`src/source/saturn_pkg.sv`:
```
//////////////////////////////
// saturn pc front end types
//////////////////////////////

`default_nettype none

package saturn_pkg;

    // one instruction or operand nibble
    typedef logic [3:0] nibble_t;

    // 20 bit nibble address
    typedef logic [19:0] addr_t;

    // return stack index
    typedef logic [2:0] rstk_ptr_t;

    // position inside the four clock nibble cycle
    typedef logic [1:0] phase_t;

    // operand length and operand position, in nibbles
    typedef logic [2:0] jump_len_t;

    // jump decoder FSM
    typedef enum logic [1:0] {
        DEC_IDLE,
        DEC_BLOCK_0,
        DEC_BLOCK_8,
        DEC_OPERAND
    } dec_state_t;

    localparam int RSTK_DEPTH = 8;

    // operand lengths
    // GOTO / GOSUB
    localparam jump_len_t LEN_REL3 = 3'd3;
    // GOLONG / GOSUBL
    localparam jump_len_t LEN_REL4 = 3'd4;
    // GOVLNG / GOSBVL
    localparam jump_len_t LEN_ABS5 = 3'd5;

    localparam addr_t RESET_PC = 20'h00000;

endpackage

`default_nettype wire
```
`src/source/saturn_pc_core.sv`:
```
//////////////////////////////
// saturn pc front end
//////////////////////////////

`default_nettype none
`timescale 1ns/1ps

module saturn_pc_core (
    input  wire                    i_clk,
    input  wire                    i_reset,
    input  wire                    i_bus_busy,
    input  saturn_pkg::nibble_t    i_bus_nibble,
    input  saturn_pkg::rstk_ptr_t  i_dbg_rstk_ptr,
    output saturn_pkg::addr_t      o_bus_addr,
    output logic                   o_bus_read,
    output saturn_pkg::addr_t      o_dbg_rstk_val,
    output saturn_pkg::rstk_ptr_t  o_rstk_ptr
);

    saturn_pkg::phase_t    phase;
    saturn_pkg::nibble_t   nibble;
    logic                  jump_instr;
    logic                  push_pc;
    logic                  rtn;
    saturn_pkg::jump_len_t jump_length;
    saturn_pkg::jump_len_t operand_idx;
    logic                  init_done;
    saturn_pkg::addr_t     current_pc;

    // sequencer, held until the stack is cleared
    saturn_phase_seq u_phase_seq (
        .i_clk       (i_clk),
        .i_reset     (i_reset),
        .i_bus_busy  (i_bus_busy),
        .i_init_done (init_done),
        .o_phase     (phase)
    );

    saturn_fetch u_fetch (
        .i_clk        (i_clk),
        .i_reset      (i_reset),
        .i_bus_busy   (i_bus_busy),
        .i_phase      (phase),
        .i_current_pc (current_pc),
        .i_bus_nibble (i_bus_nibble),
        .o_bus_addr   (o_bus_addr),
        .o_bus_read   (o_bus_read),
        .o_nibble     (nibble)
    );

    saturn_jump_decoder u_decoder (
        .i_clk         (i_clk),
        .i_reset       (i_reset),
        .i_bus_busy    (i_bus_busy),
        .i_phase       (phase),
        .i_nibble      (nibble),
        .o_jump_instr  (jump_instr),
        .o_push_pc     (push_pc),
        .o_rtn         (rtn),
        .o_jump_length (jump_length),
        .o_operand_idx (operand_idx)
    );

    saturn_regs_pc_rstk u_pc_rstk (
        .i_clk          (i_clk),
        .i_reset        (i_reset),
        .i_bus_busy     (i_bus_busy),
        .i_phase        (phase),
        .i_nibble       (nibble),
        .i_jump_instr   (jump_instr),
        .i_push_pc      (push_pc),
        .i_rtn          (rtn),
        .i_jump_length  (jump_length),
        .i_operand_idx  (operand_idx),
        .i_dbg_rstk_ptr (i_dbg_rstk_ptr),
        .o_current_pc   (current_pc),
        .o_init_done    (init_done),
        .o_dbg_rstk_val (o_dbg_rstk_val),
        .o_rstk_ptr     (o_rstk_ptr)
    );

endmodule

`default_nettype wire

```
`src/source/saturn_regs_pc_rstk.sv`:
```
//////////////////////////////
// pc and return stack
//////////////////////////////

`default_nettype none
`timescale 1ns/1ps

module saturn_regs_pc_rstk (
    input  wire                    i_clk,
    input  wire                    i_reset,
    input  wire                    i_bus_busy,
    input  saturn_pkg::phase_t     i_phase,
    input  saturn_pkg::nibble_t    i_nibble,
    input  wire                    i_jump_instr,
    input  wire                    i_push_pc,
    input  wire                    i_rtn,
    input  saturn_pkg::jump_len_t  i_jump_length,
    input  saturn_pkg::jump_len_t  i_operand_idx,
    input  saturn_pkg::rstk_ptr_t  i_dbg_rstk_ptr,
    output saturn_pkg::addr_t      o_current_pc,
    output logic                   o_init_done,
    output saturn_pkg::addr_t      o_dbg_rstk_val,
    output saturn_pkg::rstk_ptr_t  o_rstk_ptr
);

    saturn_pkg::addr_t     pc_q;
    saturn_pkg::rstk_ptr_t rstk_ptr_q;
    saturn_pkg::addr_t     rstk [saturn_pkg::RSTK_DEPTH];

    // clearing after reset
    logic                  init_done_q;
    saturn_pkg::rstk_ptr_t init_cnt_q;

    // operand assembly
    saturn_pkg::addr_t     jump_base_q;
    saturn_pkg::addr_t     offset_q;
    saturn_pkg::addr_t     full_offset;
    saturn_pkg::addr_t     jump_target;

    logic                  inc_step;
    logic                  operand_step;
    logic                  last_operand;
    logic                  do_push;
    logic                  do_pop;
    saturn_pkg::rstk_ptr_t push_ptr;

    // stack write port
    logic                  rstk_we;
    saturn_pkg::rstk_ptr_t rstk_widx;
    saturn_pkg::addr_t     rstk_wdata;

    assign inc_step     = !i_bus_busy && (i_phase == 2'd1);
    assign operand_step = !i_bus_busy && (i_phase == 2'd2) && i_jump_instr;
    assign last_operand = operand_step && (i_operand_idx == (i_jump_length - 3'd1));
    assign do_push      = last_operand && i_push_pc;
    assign do_pop       = !i_bus_busy && (i_phase == 2'd2) && i_rtn;
    assign push_ptr     = rstk_ptr_q + 3'd1;

    // current nibble on top of the collected ones
    // sign extended for the relative forms
    always_comb begin
        case (i_jump_length)
            saturn_pkg::LEN_REL3: full_offset = {{8{i_nibble[3]}}, i_nibble, offset_q[7:0]};
            saturn_pkg::LEN_REL4: full_offset = {{4{i_nibble[3]}}, i_nibble, offset_q[11:0]};
            default:              full_offset = {i_nibble, offset_q[15:0]};
        endcase
    end

    // absolute value for GOVLNG / GOSBVL, base relative otherwise
    // wraps modulo 2^20 by width
    assign jump_target = (i_jump_length == saturn_pkg::LEN_ABS5) ? full_offset
                                                                 : jump_base_q + full_offset;

    // operand nibbles, lsn first
    always_ff @(posedge i_clk) begin
        if (operand_step) begin
            offset_q[{i_operand_idx, 2'b00} +: 4] <= i_nibble;
            // pc already moved past the first offset nibble in phase 1
            if (i_operand_idx == 3'd0) begin
                jump_base_q <= pc_q - 20'd1;
            end
        end
    end

    // control state
    always_ff @(posedge i_clk) begin
        if (i_reset) begin
            pc_q        <= saturn_pkg::RESET_PC;
            rstk_ptr_q  <= 3'd7;
            init_done_q <= 1'b0;
            init_cnt_q  <= '0;
        end else begin
            // one entry per clock, then release the sequencer
            if (!init_done_q) begin
                init_cnt_q <= init_cnt_q + 3'd1;
                if (init_cnt_q == saturn_pkg::rstk_ptr_t'(saturn_pkg::RSTK_DEPTH - 1)) begin
                    init_done_q <= 1'b1;
                end
            end

            if (inc_step) begin
                pc_q <= pc_q + 20'd1;
            end else if (last_operand) begin
                pc_q <= jump_target;
            end else if (do_pop) begin
                // empty stack holds 0 here
                pc_q <= rstk[rstk_ptr_q];
            end

            if (do_push) begin
                rstk_ptr_q <= push_ptr;
            end else if (do_pop) begin
                rstk_ptr_q <= rstk_ptr_q - 3'd1;
            end
        end
    end

    // single write port: clear, push or pop-clear, never together
    always_comb begin
        rstk_we    = 1'b0;
        rstk_widx  = rstk_ptr_q;
        rstk_wdata = '0;
        if (!init_done_q) begin
            rstk_we   = 1'b1;
            rstk_widx = init_cnt_q;
        end else if (do_push) begin
            // return address is the nibble after the last operand
            rstk_we    = 1'b1;
            rstk_widx  = push_ptr;
            rstk_wdata = pc_q;
        end else if (do_pop) begin
            rstk_we = 1'b1;
        end
    end

    always_ff @(posedge i_clk) begin
        if (rstk_we) begin
            rstk[rstk_widx] <= rstk_wdata;
        end
    end

    assign o_current_pc   = pc_q;
    assign o_init_done    = init_done_q;
    // debugger view
    assign o_dbg_rstk_val = rstk[i_dbg_rstk_ptr];
    assign o_rstk_ptr     = rstk_ptr_q;

endmodule

`default_nettype wire

```
`src/source/saturn_jump_decoder.sv`:
```
//////////////////////////////
// control flow decoder
//////////////////////////////

`default_nettype none
`timescale 1ns/1ps

module saturn_jump_decoder (
    input  wire                    i_clk,
    input  wire                    i_reset,
    input  wire                    i_bus_busy,
    input  saturn_pkg::phase_t     i_phase,
    input  saturn_pkg::nibble_t    i_nibble,
    output logic                   o_jump_instr,
    output logic                   o_push_pc,
    output logic                   o_rtn,
    output saturn_pkg::jump_len_t  o_jump_length,
    output saturn_pkg::jump_len_t  o_operand_idx
);

    saturn_pkg::dec_state_t state_q;
    saturn_pkg::jump_len_t  len_q;
    saturn_pkg::jump_len_t  idx_q;
    logic                   push_q;
    logic                   decode_step;
    logic                   last_operand;

    // latched nibble is consumed once per cycle, in phase 2
    assign decode_step = !i_bus_busy && (i_phase == 2'd2);

    assign last_operand = (idx_q == (len_q - 3'd1));

    always_ff @(posedge i_clk) begin
        if (i_reset) begin
            state_q <= saturn_pkg::DEC_IDLE;
            len_q   <= '0;
            idx_q   <= '0;
            push_q  <= 1'b0;
        end else if (decode_step) begin
            case (state_q)
                saturn_pkg::DEC_IDLE: begin
                    case (i_nibble)
                        // GOTO
                        4'h6: begin
                            state_q <= saturn_pkg::DEC_OPERAND;
                            len_q   <= saturn_pkg::LEN_REL3;
                            idx_q   <= '0;
                            push_q  <= 1'b0;
                        end
                        // GOSUB
                        4'h7: begin
                            state_q <= saturn_pkg::DEC_OPERAND;
                            len_q   <= saturn_pkg::LEN_REL3;
                            idx_q   <= '0;
                            push_q  <= 1'b1;
                        end
                        4'h0: begin
                            state_q <= saturn_pkg::DEC_BLOCK_0;
                        end
                        4'h8: begin
                            state_q <= saturn_pkg::DEC_BLOCK_8;
                        end
                        // everything else is a one nibble no-op
                        default: begin
                            state_q <= saturn_pkg::DEC_IDLE;
                        end
                    endcase
                end

                saturn_pkg::DEC_BLOCK_0: begin
                    // rtn pulse is decoded combinationally below
                    state_q <= saturn_pkg::DEC_IDLE;
                end

                saturn_pkg::DEC_BLOCK_8: begin
                    // C..F only
                    // bit 0 picks absolute (D, F), bit 1 picks call (E, F)
                    if (i_nibble[3:2] == 2'b11) begin
                        state_q <= saturn_pkg::DEC_OPERAND;
                        len_q   <= i_nibble[0] ? saturn_pkg::LEN_ABS5
                                               : saturn_pkg::LEN_REL4;
                        idx_q   <= '0;
                        push_q  <= i_nibble[1];
                    end else begin
                        state_q <= saturn_pkg::DEC_IDLE;
                    end
                end

                saturn_pkg::DEC_OPERAND: begin
                    // count operand nibbles, pc unit uses idx_q this cycle
                    if (last_operand) begin
                        state_q <= saturn_pkg::DEC_IDLE;
                        idx_q   <= '0;
                    end else begin
                        idx_q <= idx_q + 3'd1;
                    end
                end

                default: begin
                    state_q <= saturn_pkg::DEC_IDLE;
                end
            endcase
        end
    end

    // RTNSXM (00) and RTN (01)
    // same clock as the decode so the pc unit pops in phase 2
    assign o_rtn = decode_step
                && (state_q == saturn_pkg::DEC_BLOCK_0)
                && (i_nibble[3:1] == 3'b000);

    // level for the whole operand collection
    assign o_jump_instr  = (state_q == saturn_pkg::DEC_OPERAND);
    assign o_push_pc     = push_q;
    assign o_jump_length = len_q;
    assign o_operand_idx = idx_q;

endmodule

`default_nettype wire

```
`src/source/saturn_fetch.sv`:
```
//////////////////////////////
// nibble fetch stage
//////////////////////////////

`default_nettype none
`timescale 1ns/1ps

module saturn_fetch (
    input  wire                  i_clk,
    input  wire                  i_reset,
    input  wire                  i_bus_busy,
    input  saturn_pkg::phase_t   i_phase,
    input  saturn_pkg::addr_t    i_current_pc,
    input  saturn_pkg::nibble_t  i_bus_nibble,
    output saturn_pkg::addr_t    o_bus_addr,
    output logic                 o_bus_read,
    output saturn_pkg::nibble_t  o_nibble
);

    saturn_pkg::addr_t   addr_q;
    saturn_pkg::nibble_t nibble_q;

    // address register
    // loaded in phase 3, after any jump or return has settled,
    // and held through phases 0 and 1 for the memory
    always_ff @(posedge i_clk) begin
        if (i_reset) begin
            addr_q <= saturn_pkg::RESET_PC;
        end else if (!i_bus_busy && (i_phase == 2'd3)) begin
            addr_q <= i_current_pc;
        end
    end

    // one clock read strobe in phase 0
    // a busy clock keeps the phase, so the strobe waits with it
    assign o_bus_read = (i_phase == 2'd0) && !i_bus_busy;

    // memory answers combinationally, still valid in phase 1
    // holding reg lets decode of this nibble overlap the next fetch
    always_ff @(posedge i_clk) begin
        if (!i_bus_busy && (i_phase == 2'd1)) begin
            nibble_q <= i_bus_nibble;
        end
    end

    assign o_bus_addr = addr_q;
    assign o_nibble   = nibble_q;

endmodule

`default_nettype wire

```
`src/source/saturn_phase_seq.sv`:
```
//////////////////////////////
// nibble phase sequencer
//////////////////////////////

`default_nettype none
`timescale 1ns/1ps

module saturn_phase_seq (
    input  wire                 i_clk,
    input  wire                 i_reset,
    input  wire                 i_bus_busy,
    input  wire                 i_init_done,
    output saturn_pkg::phase_t  o_phase
);

    saturn_pkg::phase_t phase_q;

    // phase 0 fetch request
    // phase 1 nibble capture, pc increment
    // phase 2 decode and pc update
    // phase 3 idle, next address set up
    always_ff @(posedge i_clk) begin
        if (i_reset) begin
            // parked on 3 so the first step lands on 0
            phase_q <= 2'd3;
        end else if (!i_init_done) begin
            // stack still being cleared
            phase_q <= 2'd3;
        end else if (!i_bus_busy) begin
            // wraps 3 -> 0 on its own
            phase_q <= phase_q + 2'd1;
        end
    end

    assign o_phase = phase_q;

endmodule

`default_nettype wire

```
`config.mk`:
```
export PLATFORM = sky130hd
export DESIGN_NAME = saturn_pc_core
export DESIGN_NICKNAME = d
export VERILOG_FILES = /design/src/source/saturn_pkg.sv /design/src/source/saturn_pc_core.sv /design/src/source/saturn_regs_pc_rstk.sv /design/src/source/saturn_jump_decoder.sv /design/src/source/saturn_fetch.sv /design/src/source/saturn_phase_seq.sv
export SDC_FILE = /design/constraint.sdc
export NUM_CORES = 1
export LEC_CHECK = 0
export ABC_CLOCK_PERIOD_IN_PS = 3730
export BUFFER_PORTS_ARGS = -buffer_cell sky130_fd_sc_hd__buf_2
export CAP_MARGIN = 20
export CORE_MARGIN = 3
export CORE_UTILIZATION = 56
export CTS_CLUSTER_DIAMETER = 30
export DETAILED_ROUTE_END_ITERATION = 6
export PLACE_DENSITY = 0.86
export SETUP_SLACK_MARGIN = 0.5
export SLEW_MARGIN = 20
export SYNTH_ARGS = -nofsm -noshare
export SYNTH_HDL_FRONTEND = slang
export SYNTH_HIERARCHICAL = 1
export SYNTH_SLANG_ARGS = --single-unit
```
`constraint.sdc`:
```
create_clock -name i_clk -period 3.73 [get_ports i_clk]
set_input_delay 0.1865 -clock i_clk [delete_from_list [all_inputs] [get_ports i_clk]]
set_output_delay 0.1865 -clock i_clk [all_outputs]
set_load 0.005 [all_outputs]
```
==> results.cfg, run 1 <==
[run_status]
outcome = finished with violations
failed_checks = design-rule violations

[placement]
place_hpwl_um = 22600
gp_congestion = 0.921
dpl-instance-area_um2 = 14500
portBuffers = 53

[critical_path]
end_kind = register
critical_path_type = reg2reg
timing.reg2reg.worst_path_depth = 12
cp.required_ns = 4.18
arrival_ns = 3.62
worstSetupStartpointType = register
timing.critical_path.fanout_max = 4

[power]
cellLeakagePower_nw = 6.04
p_per_area_nw_per_um2 = 487
ir_worst_vdd_uv = 352

[drt]
total_wirelength_um = 38600
final_antenna_net_count = 0
drt-wirelength-per-cell_um = 25.4
drc_errors = 1
drt_pass1_iterations = 7
vias_per_cell = 6.81
detail_route.iter0.violations = 1590
detailroute.via_count = 10300

[yosys]
mappedNetlistArea_um2 = 13900
post_synthesis_async_set_or_reset_flop_share = 0
yosysTopAreaCellShare = 0.431
synth.ff_latch_count = 261
ys_warn_count = 6
avgSynthCellArea_um2 = 12.9
syn-num-nets = 1123
synth_top_cells_by_area = edfxtp_1, mux4_2, dfxtp_1
post_synth_num_cell_types = 77
number_of_enable_type_register_cells_in_the_synthesized_netlist = 200
dominantRegCellSynth = edfxtp_1
synthesis.instances = 1077
portion_of_the_post_synthesis_area_used_by_sequential_elements = 0.519
post-synth-top-area-cell = edfxtp_1

[cells_and_area]
areaGrowthSynthToFinish_pct = 18.1
post_route_cells_drive_above_1_share = 0.271
antenna_diode_count = 0
fillers = 1566
multiInputGateArea_um2 = 6430
layout.nets = 1199
layout_cell_area_excl_fill_um2 = 16500
area.sequential_um2 = 7240

[clocking]
clk_transition_reported_paths_ns = 0.05
clkLatencyLatePin_ns = 0.56
htree_num_levels = 2
clock_sinks = 261
tritoncts_clock_tree = yes
cts_buffer_depth = 3
cts_buffers = 49
cts_root_buffer = clkbuf_16

[floorplanning]
die-area_um2 = 26800
rows = 57
core-area_um2 = 24400
die_y_um = 164
floorplan.initialDensity = 0.571
dieWidth_um = 164
floorplan.io_pins = 54

[sta]
relSlewSlack = 0.284
min_period_over_period = 0.851
final_period_minus_worst_setup_slack_ns = 3.18
setup-violations-final = 0
timing_worst_slew_pin_value_ns = 1.07
fmax_mhz = 315
timing.final.max_slew_violations = 0
rsz0062_at_grt = true
final-hold-violation-count = 0
timing.clock.skew_ns = 0.0267
final.setup.tns_ns = 0

[run]
max-cap-violations = 0

[grt]
gr-total-overflow = 0
grt_start_max_net_pins = 43
initial_antenna_violation_count = 0
grt_util_all_layers = 0.288
grt_first_pass_wirelength_um = 58900
grt_pass1_vias = 10300

[min_path]
min_delay_path_depth = 3
worstHoldPathType = in2reg
[worst paths after layout]
path	from	to	slack (ns)
worst min-delay path	i_bus_busy	u_phase_seq/o_phase[0]$_SDFFE_PP1N_	0.04
worst min register to register	u_fetch/o_bus_addr[14]$_SDFFE_PP0P_	u_fetch/o_bus_addr[14]$_SDFFE_PP0P_	0.47
worst max-delay path	u_decoder/o_jump_length[1]$_SDFFE_PP0P_	u_pc_rstk/o_current_pc[19]$_SDFFE_PP0P_	0.55
worst max register to register	u_decoder/o_jump_length[1]$_SDFFE_PP0P_	u_pc_rstk/o_current_pc[19]$_SDFFE_PP0P_	0.55
[critical path, cell delays in order (launching register included)]
cell and delay (ns):
dfxtp_4 0.36, ha_4 0.18, buf_4 0.13, nor2b_1 0.16, o31ai_1 0.59, ha_1 0.40, a21oi_2 0.18, nor2b_1 0.10
a2111oi_4 0.39, o31ai_4 0.14, and4_4 0.17, a311oi_2 0.22, nand2_1 0.07
[repair_timing]
item,in CTS,in global routing
hold buffers,4,0
gates resized for setup,9,21
endpoints found under the hold margin,4,0
buffers inserted,1,10
pin swaps,3,8
setup endpoints to repair,86,170
[logic make-up (layout without fill, tap and decap cells)]
kind of cell | after synthesis | in the layout | share of synthesized area
buffers and inverters | 93 | 209 | 0.0293
multiplexers | 150 | 150 | 0.182
AND/OR/NAND/NOR | 329 | 329 | 0.127
AO/OA/AOI/OAI | 156 | 156 | 0.0763
XOR/XNOR | 52 | 52 | 0.0337
adder cells (fa/ha/maj) | 36 | 36 | 0.0329
flip-flops | 261 | 261 | 0.519
[Yosys cell counts (all sizes together), types with 4 or more instances]
cell type  number
a211oi          9
a21o           12
a21oi          39
a221oi          9
a311oi          5
a31o            4
a31oi          11
and2           24
and3           25
and4            4
buf            25
clkbuf         45
dfxtp          61
edfxtp        200
ha             35
inv            23
mux2           27
mux2i          43
mux4           80
nand2          57
nand2b         47
nand3          17
nand3b          4
nand4           4
nand4b          4
nor2           66
nor2b          13
nor3           32
nor3b           6
nor4            7
o211ai          4
o21ai          30
o21bai          4
o31ai           7
or3             9
xnor2          27
xor2           24
[cell type report]
class,instances,area share
sequential,261,0.440
multi-input combinational,723,0.391
clock buffer,65,0.0825
timing repair buffer,95,0.0380
tap,324,0.0246
clock inverter,26,0.0192
inverter,23,0.00524
[per-stage QoR]
stage | util | power [mW] | hold slack [ns] | instances | worst slack, ns
floorplan | - | 3.53 | 0.285 | 1077 | 0.378
global placement | 0.596 | 3.64 | 0.365 | 1411 | 0.203
detailed placement | 0.596 | 3.66 | 0.366 | 1411 | 0.145
CTS | 0.668 | 8.04 | 0.0237 | 1507 | 0.464
global route | 0.675 | 8.23 | 0.0706 | 1517 | 0.474
finish | 0.675 | 8.02 | 0.0440 | 1517 | 0.554
[report_power, final]
group | internal [mW] | switching, mW | leakage (nW) | total, mW
clock network | 2.91 | 1.47 | 0.818 | 4.38
logic | 0.168 | 0.195 | 2.93 | 0.363
registers | 3.22 | 0.0589 | 2.29 | 3.28
[flip-flops by register name, indices dropped and copies added, names as in the netlist, 2 cells and up, named ones only]
name	flops
u_fetch/o_bus_addr	20
u_pc_rstk/offset_q	16
u_decoder/state_q	2
u_fetch/o_nibble	4
u_pc_rstk/jump_base_q	20
u_decoder/o_jump_length	3
u_pc_rstk/o_current_pc	20
u_pc_rstk/rstk	160
u_decoder/o_operand_idx	3
u_phase_seq/o_phase	2
u_pc_rstk/o_rstk_ptr	3
u_pc_rstk/init_cnt_q	3
[layer usage]
layer / up-vias / GRT usage / routed length [µm]
met5: - / 0 / 0
met4: 0 / 0.129 / 1890
met3: 192 / 0.0646 / 4560
met2: 853 / 0.472 / 18500
met1: 5003 / 0.370 / 13600
li1: 4287 / - / -
[placed cells by master, fill, tap and decap left out, drive strengths merged, types with 32 or more instances in the layout]
master	n
dfxtp	61
edfxtp	200
a21oi	39
buf	91
nand2b	47
nor2	66
nand2	57
mux4	80
clkbuf	65
ha	35
mux2i	43
nor3	32
(Power assumes the default switching activity.)
==> inputs of run 2 (changes only) <==
==> constraint.sdc (replaced) <==
create_clock -name i_clk -period 3.73 [get_ports i_clk]
set_input_delay 0.1865 -clock i_clk [delete_from_list [all_inputs] [get_ports i_clk]]
set_output_delay 0.1865 -clock i_clk [all_outputs]
set_load 0.1 [all_outputs]
==> run 2 against run 1 <==
Worst hold slack improved by 0.021 ns. Clock power fell by 14%. Cell area fell by 1.8%. Global-route usage fell by 1.0 points. First-iteration DRC count fell by 3.3%. Register-to-register slack barely moved. Die area did not move. Sequential cell count did not move. Non-clock buffer count fell by 4. Fmax rose by 0.28%. Clock-buffer cell count fell by 6. The flow still finishes with violations (design-rule violations).
==> results.cfg, run 2 (synthesized netlist as in run 1, its figures left out) <==
[grt]
grt_pass1_vias = 10100
grt_util_all_layers = 0.278
gr-total-overflow = 0
grt_peak_use_layer = met2
grt_util_met2 = 0.451
grt.met1_usage = 0.364
grt_start_max_net_pins = 46
grt_first_pass_wirelength_um = 57200
global_route.usage.met3 = 0.0520
initial_antenna_violation_count = 0

[cells_and_area]
utilization = 0.663
post_route_cells_drive_above_1_share = 0.260
finalNonFillerCells = 1503
multiInputGateArea_um2 = 6410
areaGrowthSynthToFinish_pct = 16.0
area.sequential_um2 = 7230
largest_register_ff_count = 160
layout.nets = 1191
layout.cells.most_common_list = edfxtp_1, mux4_2, nor2_1, dfxtp_1, nand2_1
fillers = 1644
antenna_diode_count = 0
max_flop_register = u_pc_rstk/rstk
final_common_cell = edfxtp_1

[placement]
place_hpwl_um = 22600
placed_cells = 1411
portBuffers = 53
gp_congestion = 0.936

[sta]
whs_ns = 0.0650
timing.clock.skew_ns = 0.0400
final.setup.tns_ns = 0
final-hold-violation-count = 0
rsz0062_at_grt = false
setup-violations-final = 0
timing_worst_slew_pin_value_ns = 1.12
min_period_over_period = 0.849
relSlewSlack = 0.255
fmax_mhz = 316
final_period_minus_worst_setup_slack_ns = 3.17
timing.final.max_slew_violations = 0

[run_status]
outcome = finished with violations
failed_checks = design-rule violations

[critical_path]
cp.required_ns = 4.13
critical_path_type = reg2reg
end_kind = register
arrival_ns = 3.57
worstSetupStartpointType = register
timing.critical_path.fanout_max = 6

[clocking]
cts_buffer_depth = 3
cts_buffers = 45
htree_num_levels = 2
tritoncts_clock_tree = yes
clock_sinks = 261
clk_transition_reported_paths_ns = 0.05
cts_root_buffer = clkbuf_16
clkLatencyLatePin_ns = 0.54

[floorplanning]
core-area_um2 = 24400
die-area_um2 = 26800
rows = 57
floorplan.io_pins = 54
die_y_um = 164
dieWidth_um = 164
floorplan.initialDensity = 0.571

[drt]
drt_pass1_iterations = 7
detail_route.iter0.violations = 1537
vias_per_cell = 6.75
drc_errors = 1
total_wirelength_um = 37100
detailroute.via_count = 10100
final_antenna_net_count = 0
drt-wirelength-per-cell_um = 24.7

[power]
ir_worst_vdd_uv = 347
cellLeakagePower_nw = 5.89
totalPowerFinal_mw = 7.59
p_per_area_nw_per_um2 = 470

[min_path]
worstHoldPathType = in2reg

[run]
max-cap-violations = 0
-- run 2: cell types whose count changed in the layout (fill, tap and decap cells not counted), moves of 2 or more --
cell,change
buf_4,-9
buf_6,+4
bufinv_16,-4
clkbuf_1,-2
clkbuf_16,-6
clkbuf_8,+2
clkinv_16,-2
clkinv_2,-5
clkinv_4,+2
inv_6,+5
-- run 2: cell type report --
cell class	count	share of cell area
Clock inverter	22	0.0108
Timing Repair Buffer	91	0.0386
Tap cell	324	0.0251
Sequential cell	261	0.448
Clock buffer	59	0.0760
Multi-Input combinational cell	723	0.397
Inverter	23	0.00534
-- run 2: metrics by stage --
| step | area [µm²] | worst slack (ns) |
|---|---|---|
| floorplan | 14000 | 0.339 |
| global placement | 14500 | 0.223 |
| global route | 16200 | 0.470 |
| detailed placement | 14500 | 0.174 |
| finish | 16200 | 0.563 |
| CTS | 16000 | 0.508 |
-- run 2: path summary, 6_finish.rpt --
path                                      startpoint                                       to  slack [ns]  depth (start not counted)
max          u_decoder/o_jump_length[0]$_SDFFE_PP0P_  u_pc_rstk/o_current_pc[19]$_SDFFE_PP0P_        0.56                         13
min                                       i_bus_busy      u_phase_seq/o_phase[0]$_SDFFE_PP1N_        0.06                          3
max reg2reg  u_decoder/o_jump_length[0]$_SDFFE_PP0P_  u_pc_rstk/o_current_pc[19]$_SDFFE_PP0P_        0.56                         13
min reg2reg       u_fetch/o_bus_addr[2]$_SDFFE_PP0P_       u_fetch/o_bus_addr[2]$_SDFFE_PP0P_        0.47                          2
-- run 2: routing by layer --
| layer | vias up | routed length (µm) |
|---|---|---|
| met5 | - | 0 |
| met4 | 0 | 1860 |
| met3 | 162 | 4080 |
| met2 | 775 | 17700 |
| met1 | 4941 | 13500 |
| li1 | 4270 | - |
-- run 2: report_power, final --
group / leakage, nW / switching (mW) / internal (mW) / total, mW
registers: 2.29 / 0.0546 / 3.21 / 3.27
logic: 2.92 / 0.373 / 0.171 / 0.543
clock network: 0.684 / 1.39 / 2.39 / 3.78
-- run 2: timing repair --
item | in CTS | in global routing
endpoints found under the hold margin | 4 | 0
buffers inserted | 0 | 7
pin swaps | 2 | 6
hold buffers | 4 | 0
gates resized for setup | 6 | 21
setup endpoints to repair | 6 | 169
-- run 2: critical path, stage by stage, from the launching register on --
cell and delay [ns]:
dfxtp_4 0.36, ha_4 0.18, nand2b_4 0.11, mux2_4 0.33, ha_4 0.25, and2_4 0.15, a221o_1 0.30, a31oi_2 0.19
o211ai_2 0.16, a2111oi_4 0.42, o31ai_2 0.15, and4_4 0.21, a311oi_2 0.17, nand2_1 0.07
